**src/source/dist_pkg.sv**
```systemverilog
package dist_pkg;

	////////////////////////////////////////////////////////////////////////////
	// sizes
	////////////////////////////////////////////////////////////////////////////

	// default payload width
	// also the width of the word struct payload
	parameter int DATA_WIDTH_DEF = 32;

	// default tree depth
	// 2 levels give 4 leaves
	parameter int LEVELS_DEF = 2;

	// width of each per-leaf delivery counter
	parameter int CNT_WIDTH = 8;

	////////////////////////////////////////////////////////////////////////////
	// switch commands
	////////////////////////////////////////////////////////////////////////////

	// bit 0 selects the low child, bit 1 the high child
	// so the encoder can build a command from two reduced mask halves
	typedef enum logic [1:0]
	{
		// word is dropped at this switch
		CMD_NONE = 2'b00,
		// forward to low child only
		CMD_LOW  = 2'b01,
		// forward to high child only
		CMD_HIGH = 2'b10,
		// copy to both children
		CMD_DUP  = 2'b11
	} dist_cmd_e;

	////////////////////////////////////////////////////////////////////////////
	// word and leaf payload
	////////////////////////////////////////////////////////////////////////////

	// one word in flight between the parts
	// valid in the top bit, payload below it
	// modules with DATA_WIDTH below the default use the low bits only
	typedef struct packed
	{
		logic                      valid;
		logic [DATA_WIDTH_DEF-1:0] data;
	} dist_word_t;

endpackage

```
**src/source/distribute_1x2_switch.sv**
```systemverilog
module distribute_1x2_switch #(
	parameter int DATA_WIDTH = dist_pkg::DATA_WIDTH_DEF
) (
	input  logic                 clk,
	input  logic                 rst,
	input  logic                 i_en,
	input  dist_pkg::dist_word_t i_word,
	input  dist_pkg::dist_cmd_e  i_cmd,
	output dist_pkg::dist_word_t o_low,
	output dist_pkg::dist_word_t o_high
);

	// branch selects from the command, before valid gating
	logic sel_low;
	logic sel_high;
	// branch selects qualified by the incoming valid
	logic go_low;
	logic go_high;
	// payload with bits above DATA_WIDTH forced to zero
	logic [dist_pkg::DATA_WIDTH_DEF-1:0] payload;

	////////////////////////////////////////////////////////////////////////////
	// command decode
	////////////////////////////////////////////////////////////////////////////

	always_comb
	begin
		sel_low = 1'b0;
		sel_high = 1'b0;
		case (i_cmd)
			dist_pkg::CMD_LOW:
			begin
				sel_low = 1'b1;
			end
			dist_pkg::CMD_HIGH:
			begin
				sel_high = 1'b1;
			end
			dist_pkg::CMD_DUP:
			begin
				sel_low = 1'b1;
				sel_high = 1'b1;
			end
			// CMD_NONE drops the word
			default:
			begin
				sel_low = 1'b0;
				sel_high = 1'b0;
			end
		endcase
	end

	// output valid needs both the command and a valid word
	assign go_low = sel_low & i_word.valid;
	assign go_high = sel_high & i_word.valid;

	always_comb
	begin
		payload = '0;
		payload[DATA_WIDTH-1:0] = i_word.data[DATA_WIDTH-1:0];
	end

	////////////////////////////////////////////////////////////////////////////
	// output registers, one tree level
	////////////////////////////////////////////////////////////////////////////

	always_ff @(posedge clk)
	begin
		if (rst)
		begin
			o_low <= '0;
			o_high <= '0;
		end
		else if (i_en)
		begin
			o_low.valid <= go_low;
			o_low.data <= go_low ? payload : '0;
			o_high.valid <= go_high;
			o_high.data <= go_high ? payload : '0;
		end
	end

endmodule

```
**src/source/dist_cmd_encoder.sv**
```systemverilog
module dist_cmd_encoder #(
	parameter int DATA_WIDTH = dist_pkg::DATA_WIDTH_DEF,
	parameter int LEVELS = dist_pkg::LEVELS_DEF,
	localparam int LEAVES = 2 ** LEVELS,
	localparam int NODES = LEAVES - 1
) (
	input  logic                                clk,
	input  logic                                rst,
	input  logic                                i_en,
	input  logic                                i_valid,
	input  logic [DATA_WIDTH-1:0]               i_data,
	input  logic [LEAVES-1:0]                   i_dest_mask,
	output dist_pkg::dist_word_t                o_root,
	output dist_pkg::dist_cmd_e [NODES-1:0]     o_cmds
);

	// commands for the word currently at the input, one per switch
	dist_pkg::dist_cmd_e [NODES-1:0] cmd_next;
	// input word widened into the struct payload field
	logic [dist_pkg::DATA_WIDTH_DEF-1:0] data_ext;
	// an empty mask reaches no leaf, so the word dies here
	logic root_valid;

	////////////////////////////////////////////////////////////////////////////
	// mask to per-switch commands
	////////////////////////////////////////////////////////////////////////////

	// heap order, node n at level k sits at index 2**k - 1 + position
	// each switch covers SPAN leaves, the lower HALF go to its low child
	for (genvar k = 0; k < LEVELS; k++)
	begin : g_level
		for (genvar p = 0; p < 2 ** k; p++)
		begin : g_node
			localparam int SPAN = 2 ** (LEVELS - k);
			localparam int HALF = SPAN / 2;
			localparam int NODE = 2 ** k - 1 + p;

			// high bit from the upper half, low bit from the lower half
			assign cmd_next[NODE] = dist_pkg::dist_cmd_e'({
				|i_dest_mask[p * SPAN + HALF +: HALF],
				|i_dest_mask[p * SPAN +: HALF]
			});
		end
	end

	// zero fill above the used payload bits
	always_comb
	begin
		data_ext = '0;
		data_ext[DATA_WIDTH-1:0] = i_data;
	end

	assign root_valid = i_valid & (|i_dest_mask);

	////////////////////////////////////////////////////////////////////////////
	// input register stage
	////////////////////////////////////////////////////////////////////////////

	always_ff @(posedge clk)
	begin
		if (rst)
		begin
			o_root <= '0;
			for (int n = 0; n < NODES; n++)
			begin
				o_cmds[n] <= dist_pkg::CMD_NONE;
			end
		end
		else if (i_en)
		begin
			o_root.valid <= root_valid;
			// invalid words carry zero data into the tree
			o_root.data <= root_valid ? data_ext : '0;
			o_cmds <= cmd_next;
		end
	end

endmodule

```
**src/source/distribute_tree.sv**
```systemverilog
module distribute_tree #(
	parameter int DATA_WIDTH = dist_pkg::DATA_WIDTH_DEF,
	parameter int LEVELS = dist_pkg::LEVELS_DEF,
	localparam int LEAVES = 2 ** LEVELS,
	localparam int NODES = LEAVES - 1
) (
	input  logic                                clk,
	input  logic                                rst,
	input  logic                                i_en,
	input  dist_pkg::dist_word_t                i_root,
	input  dist_pkg::dist_cmd_e [NODES-1:0]     i_cmds,
	output dist_pkg::dist_word_t [LEAVES-1:0]   o_leaves
);

	// level k needs its commands k cycles late, level 0 uses them directly
	// so the delay line is LEVELS - 1 deep, at least one entry
	localparam int SR_DEPTH = (LEVELS > 1) ? LEVELS - 1 : 1;

	// cmd_sr[s] holds the command vector delayed by s + 1 cycles
	dist_pkg::dist_cmd_e [NODES-1:0] cmd_sr [SR_DEPTH];

	// every node input and leaf in heap order
	// index 0 is the root, children of n are 2n+1 (low) and 2n+2 (high)
	// leaves start at index NODES
	dist_pkg::dist_word_t [2*LEAVES-2:0] heap;

	////////////////////////////////////////////////////////////////////////////
	// command delay line
	////////////////////////////////////////////////////////////////////////////

	// moves with the words, so each word meets its own commands
	always_ff @(posedge clk)
	begin
		if (rst)
		begin
			for (int s = 0; s < SR_DEPTH; s++)
			begin
				for (int n = 0; n < NODES; n++)
				begin
					cmd_sr[s][n] <= dist_pkg::CMD_NONE;
				end
			end
		end
		else if (i_en)
		begin
			cmd_sr[0] <= i_cmds;
			for (int s = 1; s < SR_DEPTH; s++)
			begin
				cmd_sr[s] <= cmd_sr[s-1];
			end
		end
	end

	////////////////////////////////////////////////////////////////////////////
	// switch array
	////////////////////////////////////////////////////////////////////////////

	assign heap[0] = i_root;

	for (genvar k = 0; k < LEVELS; k++)
	begin : g_level
		for (genvar p = 0; p < 2 ** k; p++)
		begin : g_node
			localparam int NODE = 2 ** k - 1 + p;

			// command seen by this switch, aligned with its input word
			dist_pkg::dist_cmd_e node_cmd;

			if (k == 0)
			begin : g_direct
				assign node_cmd = i_cmds[NODE];
			end
			else
			begin : g_delayed
				assign node_cmd = cmd_sr[k-1][NODE];
			end

			distribute_1x2_switch #(
				.DATA_WIDTH (DATA_WIDTH)
			) switch_inst (
				.clk    (clk),
				.rst    (rst),
				.i_en   (i_en),
				.i_word (heap[NODE]),
				.i_cmd  (node_cmd),
				.o_low  (heap[2*NODE+1]),
				.o_high (heap[2*NODE+2])
			);
		end
	end

	// bottom row of the heap, leaf 0 first
	assign o_leaves = heap[2*LEAVES-2:NODES];

endmodule

```
**src/source/dist_egress.sv**
```systemverilog
module dist_egress #(
	parameter int DATA_WIDTH = dist_pkg::DATA_WIDTH_DEF,
	parameter int LEVELS = dist_pkg::LEVELS_DEF,
	localparam int LEAVES = 2 ** LEVELS
) (
	input  logic                                        clk,
	input  logic                                        rst,
	input  logic                                        i_en,
	input  dist_pkg::dist_word_t [LEAVES-1:0]           i_leaves,
	output logic [LEAVES-1:0]                           o_leaf_valid,
	output logic [LEAVES-1:0][DATA_WIDTH-1:0]           o_leaf_data,
	output logic [LEAVES-1:0][dist_pkg::CNT_WIDTH-1:0]  o_leaf_count
);

	// counter ceiling, counts stick here
	localparam logic [dist_pkg::CNT_WIDTH-1:0] CNT_MAX = '1;

	// increment request per leaf, valid leaf and room left
	logic [LEAVES-1:0] cnt_inc;

	////////////////////////////////////////////////////////////////////////////
	// saturation check
	////////////////////////////////////////////////////////////////////////////

	always_comb
	begin
		for (int l = 0; l < LEAVES; l++)
		begin
			cnt_inc[l] = i_leaves[l].valid & (o_leaf_count[l] != CNT_MAX);
		end
	end

	////////////////////////////////////////////////////////////////////////////
	// leaf registers and counters
	////////////////////////////////////////////////////////////////////////////

	// counter moves on the same edge as the leaf valid rises
	always_ff @(posedge clk)
	begin
		if (rst)
		begin
			o_leaf_valid <= '0;
			o_leaf_data <= '0;
			o_leaf_count <= '0;
		end
		else if (i_en)
		begin
			for (int l = 0; l < LEAVES; l++)
			begin
				o_leaf_valid[l] <= i_leaves[l].valid;
				// tree already zeroes invalid leaves
				o_leaf_data[l] <= i_leaves[l].data[DATA_WIDTH-1:0];
				if (cnt_inc[l])
				begin
					o_leaf_count[l] <= o_leaf_count[l] + 1'b1;
				end
			end
		end
	end

endmodule

```
**src/source/dist_top.sv**
```systemverilog
module dist_top #(
	parameter int DATA_WIDTH = dist_pkg::DATA_WIDTH_DEF,
	parameter int LEVELS = dist_pkg::LEVELS_DEF,
	localparam int LEAVES = 2 ** LEVELS,
	localparam int NODES = LEAVES - 1
) (
	input  logic                                        clk,
	input  logic                                        rst,
	input  logic                                        i_en,
	input  logic                                        i_valid,
	input  logic [DATA_WIDTH-1:0]                       i_data,
	input  logic [LEAVES-1:0]                           i_dest_mask,
	output logic [LEAVES-1:0]                           o_leaf_valid,
	output logic [LEAVES-1:0][DATA_WIDTH-1:0]           o_leaf_data,
	output logic [LEAVES-1:0][dist_pkg::CNT_WIDTH-1:0]  o_leaf_count
);

	// encoder to tree
	dist_pkg::dist_word_t              root_word;
	dist_pkg::dist_cmd_e [NODES-1:0]   root_cmds;
	// tree to egress
	dist_pkg::dist_word_t [LEAVES-1:0] leaf_words;

	// input stage, 1 cycle
	dist_cmd_encoder #(
		.DATA_WIDTH (DATA_WIDTH),
		.LEVELS     (LEVELS)
	) dist_cmd_encoder_inst (
		.clk         (clk),
		.rst         (rst),
		.i_en        (i_en),
		.i_valid     (i_valid),
		.i_data      (i_data),
		.i_dest_mask (i_dest_mask),
		.o_root      (root_word),
		.o_cmds      (root_cmds)
	);

	// switch tree, LEVELS cycles
	distribute_tree #(
		.DATA_WIDTH (DATA_WIDTH),
		.LEVELS     (LEVELS)
	) distribute_tree_inst (
		.clk      (clk),
		.rst      (rst),
		.i_en     (i_en),
		.i_root   (root_word),
		.i_cmds   (root_cmds),
		.o_leaves (leaf_words)
	);

	// output stage, 1 cycle
	dist_egress #(
		.DATA_WIDTH (DATA_WIDTH),
		.LEVELS     (LEVELS)
	) dist_egress_inst (
		.clk          (clk),
		.rst          (rst),
		.i_en         (i_en),
		.i_leaves     (leaf_words),
		.o_leaf_valid (o_leaf_valid),
		.o_leaf_data  (o_leaf_data),
		.o_leaf_count (o_leaf_count)
	);

endmodule

```
**config.mk**
```make
export PLATFORM = sky130hd
export DESIGN_NAME = dist_top
export DESIGN_NICKNAME = d
export VERILOG_FILES = /design/src/source/dist_pkg.sv /design/src/source/distribute_1x2_switch.sv /design/src/source/dist_cmd_encoder.sv /design/src/source/distribute_tree.sv /design/src/source/dist_egress.sv /design/src/source/dist_top.sv
export SDC_FILE = /design/constraint.sdc
export NUM_CORES = 1
export LEC_CHECK = 0
export BUFFER_PORTS_ARGS = -buffer_cell sky130_fd_sc_hd__clkbuf_2
export CAP_MARGIN = 20
export CORE_MARGIN = 4
export CORE_UTILIZATION = 45
export CTS_BUF_LIST = sky130_fd_sc_hd__clkbuf_2
export CTS_CLUSTER_SIZE = 12
export DETAILED_ROUTE_END_ITERATION = 10
export GPL_ROUTABILITY_DRIVEN = 0
export GPL_TIMING_DRIVEN = 1
export MAX_ROUTING_LAYER = met4
export PLACE_DENSITY_LB_ADDON = 0.15
export SLEW_MARGIN = 15
export SYNTH_ARGS = -nofsm -noshare
export SYNTH_HDL_FRONTEND = slang
export SYNTH_HIERARCHICAL = 1
export SYNTH_SLANG_ARGS = --single-unit
```
**constraint.sdc**
```tcl
create_clock -name clk -period 3.85 [get_ports clk]
set_input_delay 0.385 -clock clk [delete_from_list [all_inputs] [get_ports clk]]
set_output_delay 0.385 -clock clk [all_outputs]
set_load 0.005 [all_outputs]
```
Word-level counts from Yosys, hierarchy flattened. Memory sizes are Yosys's and may differ from the RTL's. Index checks and enable logic that the tools add are counted.

Add/subtract/negate cells: 4. Multiply operators: 0. Divide/modulo/power cells: 0. Order comparisons: 0. Eq/ne operators: 13. Shift operators: 0. Muxes and demuxes: 20. Bitwise operators: 11. Reductions and logical operators: 14.

Operators with widths (number): 32-bit two-way mux (7); 8-bit by 1-bit adder with 8-bit output (second input constant) (4); 8-bit != test (second input constant) (4); 2-bit OR reduction (8); 2-bit equality test (second input constant) (6); 1-bit AND (11); 1-bit two-way mux (11); 2-bit AND reduction (4); 2-bit by 1-bit equality test with 1-bit output (second input constant) (3); 6-bit two-way mux (1); 6-bit OR reduction (1); 4-bit OR reduction (1); 2-bit two-way mux (1).

Flip-flop bits (word level): 401. Bits in latches: 0. RAM bits: 6. Memory bits (read-only): 0. Input port bits: 40. Logic and storage cells: 89. Memories kept: 1.

Memory list: distribute_tree_inst.cmd_sr (depth 1, bits a word 6, rd ports 1, clocked after memory_dff 0, wr ports 3, line distribute_tree.sv:20) `dist_pkg::dist_cmd_e [NODES-1:0] cmd_sr [SR_DEPTH];`.

Logic depth before layout (Yosys ltp). An unclocked memory read counts as a cell.

Word-level depth: 6. Mapped depth: 6. Gate-level depth less buffers: 5.

Hierarchy. The synthesis kept the hierarchy.

Modules (own cells, without submodules): distribute_1x2_switch (instances 3, cells an instance 300, area an instance 2696.3 µm², seq. area each 1321.3 µm²); dist_egress (instances 1, cells an instance 603, area an instance 6128.4 µm², seq. area each 3283.1 µm²); dist_cmd_encoder (instances 1, cells an instance 138, area an instance 1529.0 µm², seq. area each 780.7 µm²); distribute_tree (instances 1, cells an instance 13, area an instance 140.1 µm², seq. area each 80.1 µm²).

Worst setup path before layout. OpenSTA, ideal clock, no wires.

Path type: register -> register. From: reg dist_egress_inst/o_leaf_count[8] (netlist bit). To: reg dist_egress_inst/o_leaf_count[11] (netlist bit). Library setup time: 0.059 ns. Arrival: 1.561 ns. Required time: 3.791 ns. Path slack: 2.230 ns. Cell stages (with the launch flop): 6. Path buffers: 0. Clock period less this slack: 1.620 ns. Cell sequence: dfxtp_1 -> ha_1 -> and3_1 -> a21o_1 -> or4_1 -> nand2_1.

Cells in the longest elaborated chain, start to end: 3.

Ends and longest elaborated chain: start: declaration (line dist_egress.sv:12) `output logic [LEAVES-1:0][dist_pkg::CNT_WIDTH-1:0] o_leaf_count`; start signal: indexed assignment (line dist_egress.sv:55) `o_leaf_count[l] <= o_leaf_count[l] + 1'b1;`; branches (longest 3 deep; another with 8-bit by 1-bit adder with 8-bit output).

Several ways; the timed one is not identified. A chain may end at the register's enable or synchronous reset.

Final worst setup path.
From: in rst. To: reg dist_cmd_encoder_inst/o_cmds[1] (netlist bit).

RTL lines: start: declaration (line dist_top.sv:8) `input logic rst,`; end signal: indexed assignment (line dist_cmd_encoder.sv:66) `o_cmds[n] <= dist_pkg::CMD_NONE;`; end signal: assignment (line dist_cmd_encoder.sv:74) `o_cmds <= cmd_next;`; end: declaration (line dist_cmd_encoder.sv:14) `output dist_pkg::dist_cmd_e [NODES-1:0] o_cmds`.

No word-level cell between the ends.

==> impl_metrics.json <==
{
  "synthCells": 1654,
  "drv_cap": 0,
  "postLayoutSetupSlackWorst_ns": 1.86,
  "synth-simple-area-share": 0.232,
  "fin_util": 0.520,
  "grt_pass1_vias": 12100,
  "min_path_cells": 4,
  "portBuffers": 203,
  "min_period_ns": 1.99,
  "ios": 204,
  "synth_mux_area_frac": 0.0882,
  "cp_cell_sequence": "dlygate4sd3_1, buf_8, buf_4, a211oi_1, dlygate4sd3_1",
  "status": "completed",
  "p_sw_frac": 0.256,
  "arrival_ns": 2.82,
  "worst_pin_slew_ns": 0.963,
  "layout_common_cells": "dfxtp_1 (400), clkbuf_2 (356), a21oi_1 (219)",
  "antenna_found_initial": 2,
  "synth.avg_cell_area_sq_um": 9.60,
  "cp_common_cell": "dlygate4sd3_1",
  "rsz0062_at_grt": "no",
  "final_common_cell": "dfxtp_1",
  "ys_ff_latch": 405,
  "netlist_area_sq_um": 15900,
  "preCtsSetupSlack_ns": 1.70,
  "p_switching_mw": 1.90,
  "fin_total_pwr_mw": 7.42,
  "path_clk_slew_ns": 0.10,
  "criticalPathCategory": "in -> reg",
  "p_per_area_nw_per_um2": 411,
  "tns_ns": 0,
  "clockBufferDepth": 3,
  "hp-start": "i_valid",
  "drtIter0Drc": 787,
  "syn_to_final_growth_pct": 13.7,
  "worst_clock_skew_ns": 0.0472,
  "cts_tree": "built",
  "fin_crit_sh": 0.518,
  "layout-drive-gt1-share": 0.206,
  "cp-start-kind": "primary input",
  "nets": 1906,
  "critical_path.endpoint_type": "flop",
  "leakage_nw": 7.06,
  "whs_endpoint": "dist_cmd_encoder_inst/o_root[21]",
  "hp-class": "in -> reg",
  "die_x_um": 196,
  "synth-main-ff-cell": "dfxtp_1",
  "via_per_inst": 5.34,
  "core_area_sq_um": 34700,
  "dieArea_sq_um": 38400,
  "finalMaxSlewViolations": 0,
  "finalHoldViolations": 0,
  "internal_power_mw": 5.53,
  "worstReg2RegStart": "dist_egress_inst/o_leaf_count[0]",
  "totalWireLength_mm": 39.7,
  "r2r_cells": 5,
  "synth_compound_area_frac": 0.102,
  "wl_per_cell_um": 16.7,
  "vias": 12700,
  "dr.pass1.iters": 5,
  "rrSetupSlack_ns": 2.07,
  "ys_seq_area_frac": 0.510,
  "initial_utilization": 0.458,
  "cts_setup_buffers": 0,
  "cts_max_level": 3,
  "max_freq_mhz": 501,
  "critPathMaxStageDelay_ns": 0.64,
  "r2r-end": "dist_egress_inst/o_leaf_count[3]",
  "drc_errors": 0,
  "clock-sinks": 405,
  "synth_nets": 1698,
  "drtAntennaViolNets": 0,
  "clk_latency_ns": 0.93,
  "synth_warnings": 6,
  "slew_headroom": 0.358,
  "cts_root_buf": "clkbuf_2",
  "async_flop_share": 0,
  "p_clk_frac": 0.377,
  "synth_top_family_by_area": "simple AND/OR/NAND/NOR gates",
  "cts_made_buffers": 101,
  "combPwrFrac": 0.050,
  "grt_max_degree": 148,
  "grt_pass1_wl_mm": 63.5,
  "synth_xor_area_frac": 0.00496,
  "synth_fa_ha_area_frac": 0.00315,
  "cts_resized": 0,
  "rows": 68,
  "cp-startpoint": "rst",
  "nFillCells": 3294,
  "max-vdd-ir-drop_v": 0.000252,
  "globalRouteTotalUtil": 0.203,
  "critPathMaxFanout": 147,
  "synth_edf_count": 0,
  "hpwl_mm": 24.5,
  "crit_required_ns": 4.67,
  "yosysUniqueCellTypes": 39,
  "crit_slowest_cell": "buf_8",
  "regArea_sq_um": 8120,
  "multi_input_area_sq_um": 6850,
  "overflow": 0,
  "die_y_um": 196,
  "power_frac_seq": 0.573,
  "setup-violations-final": 0
}
==> worst max-delay path: cells and delay by family <==
kind	cells	cell delay [ns]
buffers and inverters	4	2.21
AO/OA/AOI/OAI	1	0.08
==> power groups by stage <==
stage / clock network [mW] / registers (mW) / logic [mW]
finish: 2.80 / 4.25 / 0.371
global placement: 0 / 4.35 / 0.333
detailed placement: 0 / 4.35 / 0.334
floorplan: 0 / 4.31 / 0.307
CTS: 2.94 / 4.25 / 0.368
global route: 3.16 / 4.26 / 0.401
==> per-layer routing <==
layer	part of all wire	vias to the layer above	GRT usage	wire length [um]
met2	0.48	291	0.321	19000
li1	-	6362	-	-
met4	0.011	0	0.0566	456
met5	0	-	-	0
met1	0.46	6020	0.266	18100
met3	0.052	45	0.0450	2060
==> worst max-delay path by stage <==
stage | slack, ns | depth (start not counted) | to
floorplan | 2.23 | 5 | dist_egress_inst/o_leaf_count[11]
global placement | 1.73 | 3 | dist_egress_inst/o_leaf_count[27]
detailed placement | 1.70 | 3 | dist_egress_inst/o_leaf_data[126]
CTS | 1.77 | 1 | o_leaf_count[10]
global route | 1.73 | 1 | o_leaf_count[10]
finish | 1.86 | 5 | dist_cmd_encoder_inst/o_cmds[1]
==> cell families after synthesis <==
kind of cell	count (synthesis)
AOI/OAI and AO/OA	277
xor gates and xnor gates	9
adders and majority gates	4
buffers and inverters	161
DFF	405
muxes	140
and+or+nand+nor	658
==> cells in the mapped netlist, types with 7 or more instances <==
master    number  share of area
clkbuf_1      61          0.014
mux2i_1      140          0.088
nand2_1       10         0.0024
nor2_1       158          0.037
nor2b_1       36          0.014
buf_4         10         0.0047
buf_6         25          0.018
a32o_1        33          0.021
buf_2         55          0.017
nand3_1       24         0.0076
a21oi_1      219          0.069
nand4_1      196          0.077
nand2b_1     202          0.080
or4_1         10         0.0047
o21ai_0        8         0.0025
xor2_1         7         0.0039
dfxtp_1      405           0.51
==> stage by stage <==
step                      cell area (sq um)  hold WS (ns)  std cells
after CTS                             18000        0.0739       2379
after global routing                  18100         0.120       2381
after global placement                16800         0.458       2174
after detailed placement              16800         0.460       2174
after floorplan                       15900         0.449       1654
final                                 18100         0.241       2382
==> repair_timing <==
item | CTS | global route
hold endpoints to repair | 171 | 0
endpoints found under the setup margin | 0 | 0
hold buffers | 40 | 0
==> state kept, by name, summed over array words and instances (netlist names) <==
register and flops:
dist_egress_inst/o_leaf_data 128, dist_cmd_encoder_inst/o_root 33, dist_egress_inst/o_leaf_count 32, distribute_tree_inst/g_level.g_node.switch_inst/o_high 99, distribute_tree_inst/g_level.g_node.switch_inst/o_low 99, dist_egress_inst/o_leaf_valid 4
dist_cmd_encoder_inst/o_cmds 6, distribute_tree_inst/cmd_sr 4
==> layout make-up <==
cell class	instances	share of cell area
Sequential cell	405	0.449
Multi-Input combinational cell	1088	0.379
Timing Repair Buffer	264	0.0910
Clock buffer	155	0.0430
Tap cell	455	0.0315
Clock inverter	10	0.00513
Inverter	2	0.000416
Antenna cell	3	0.000416
Power figures use the tool's default switching activity.
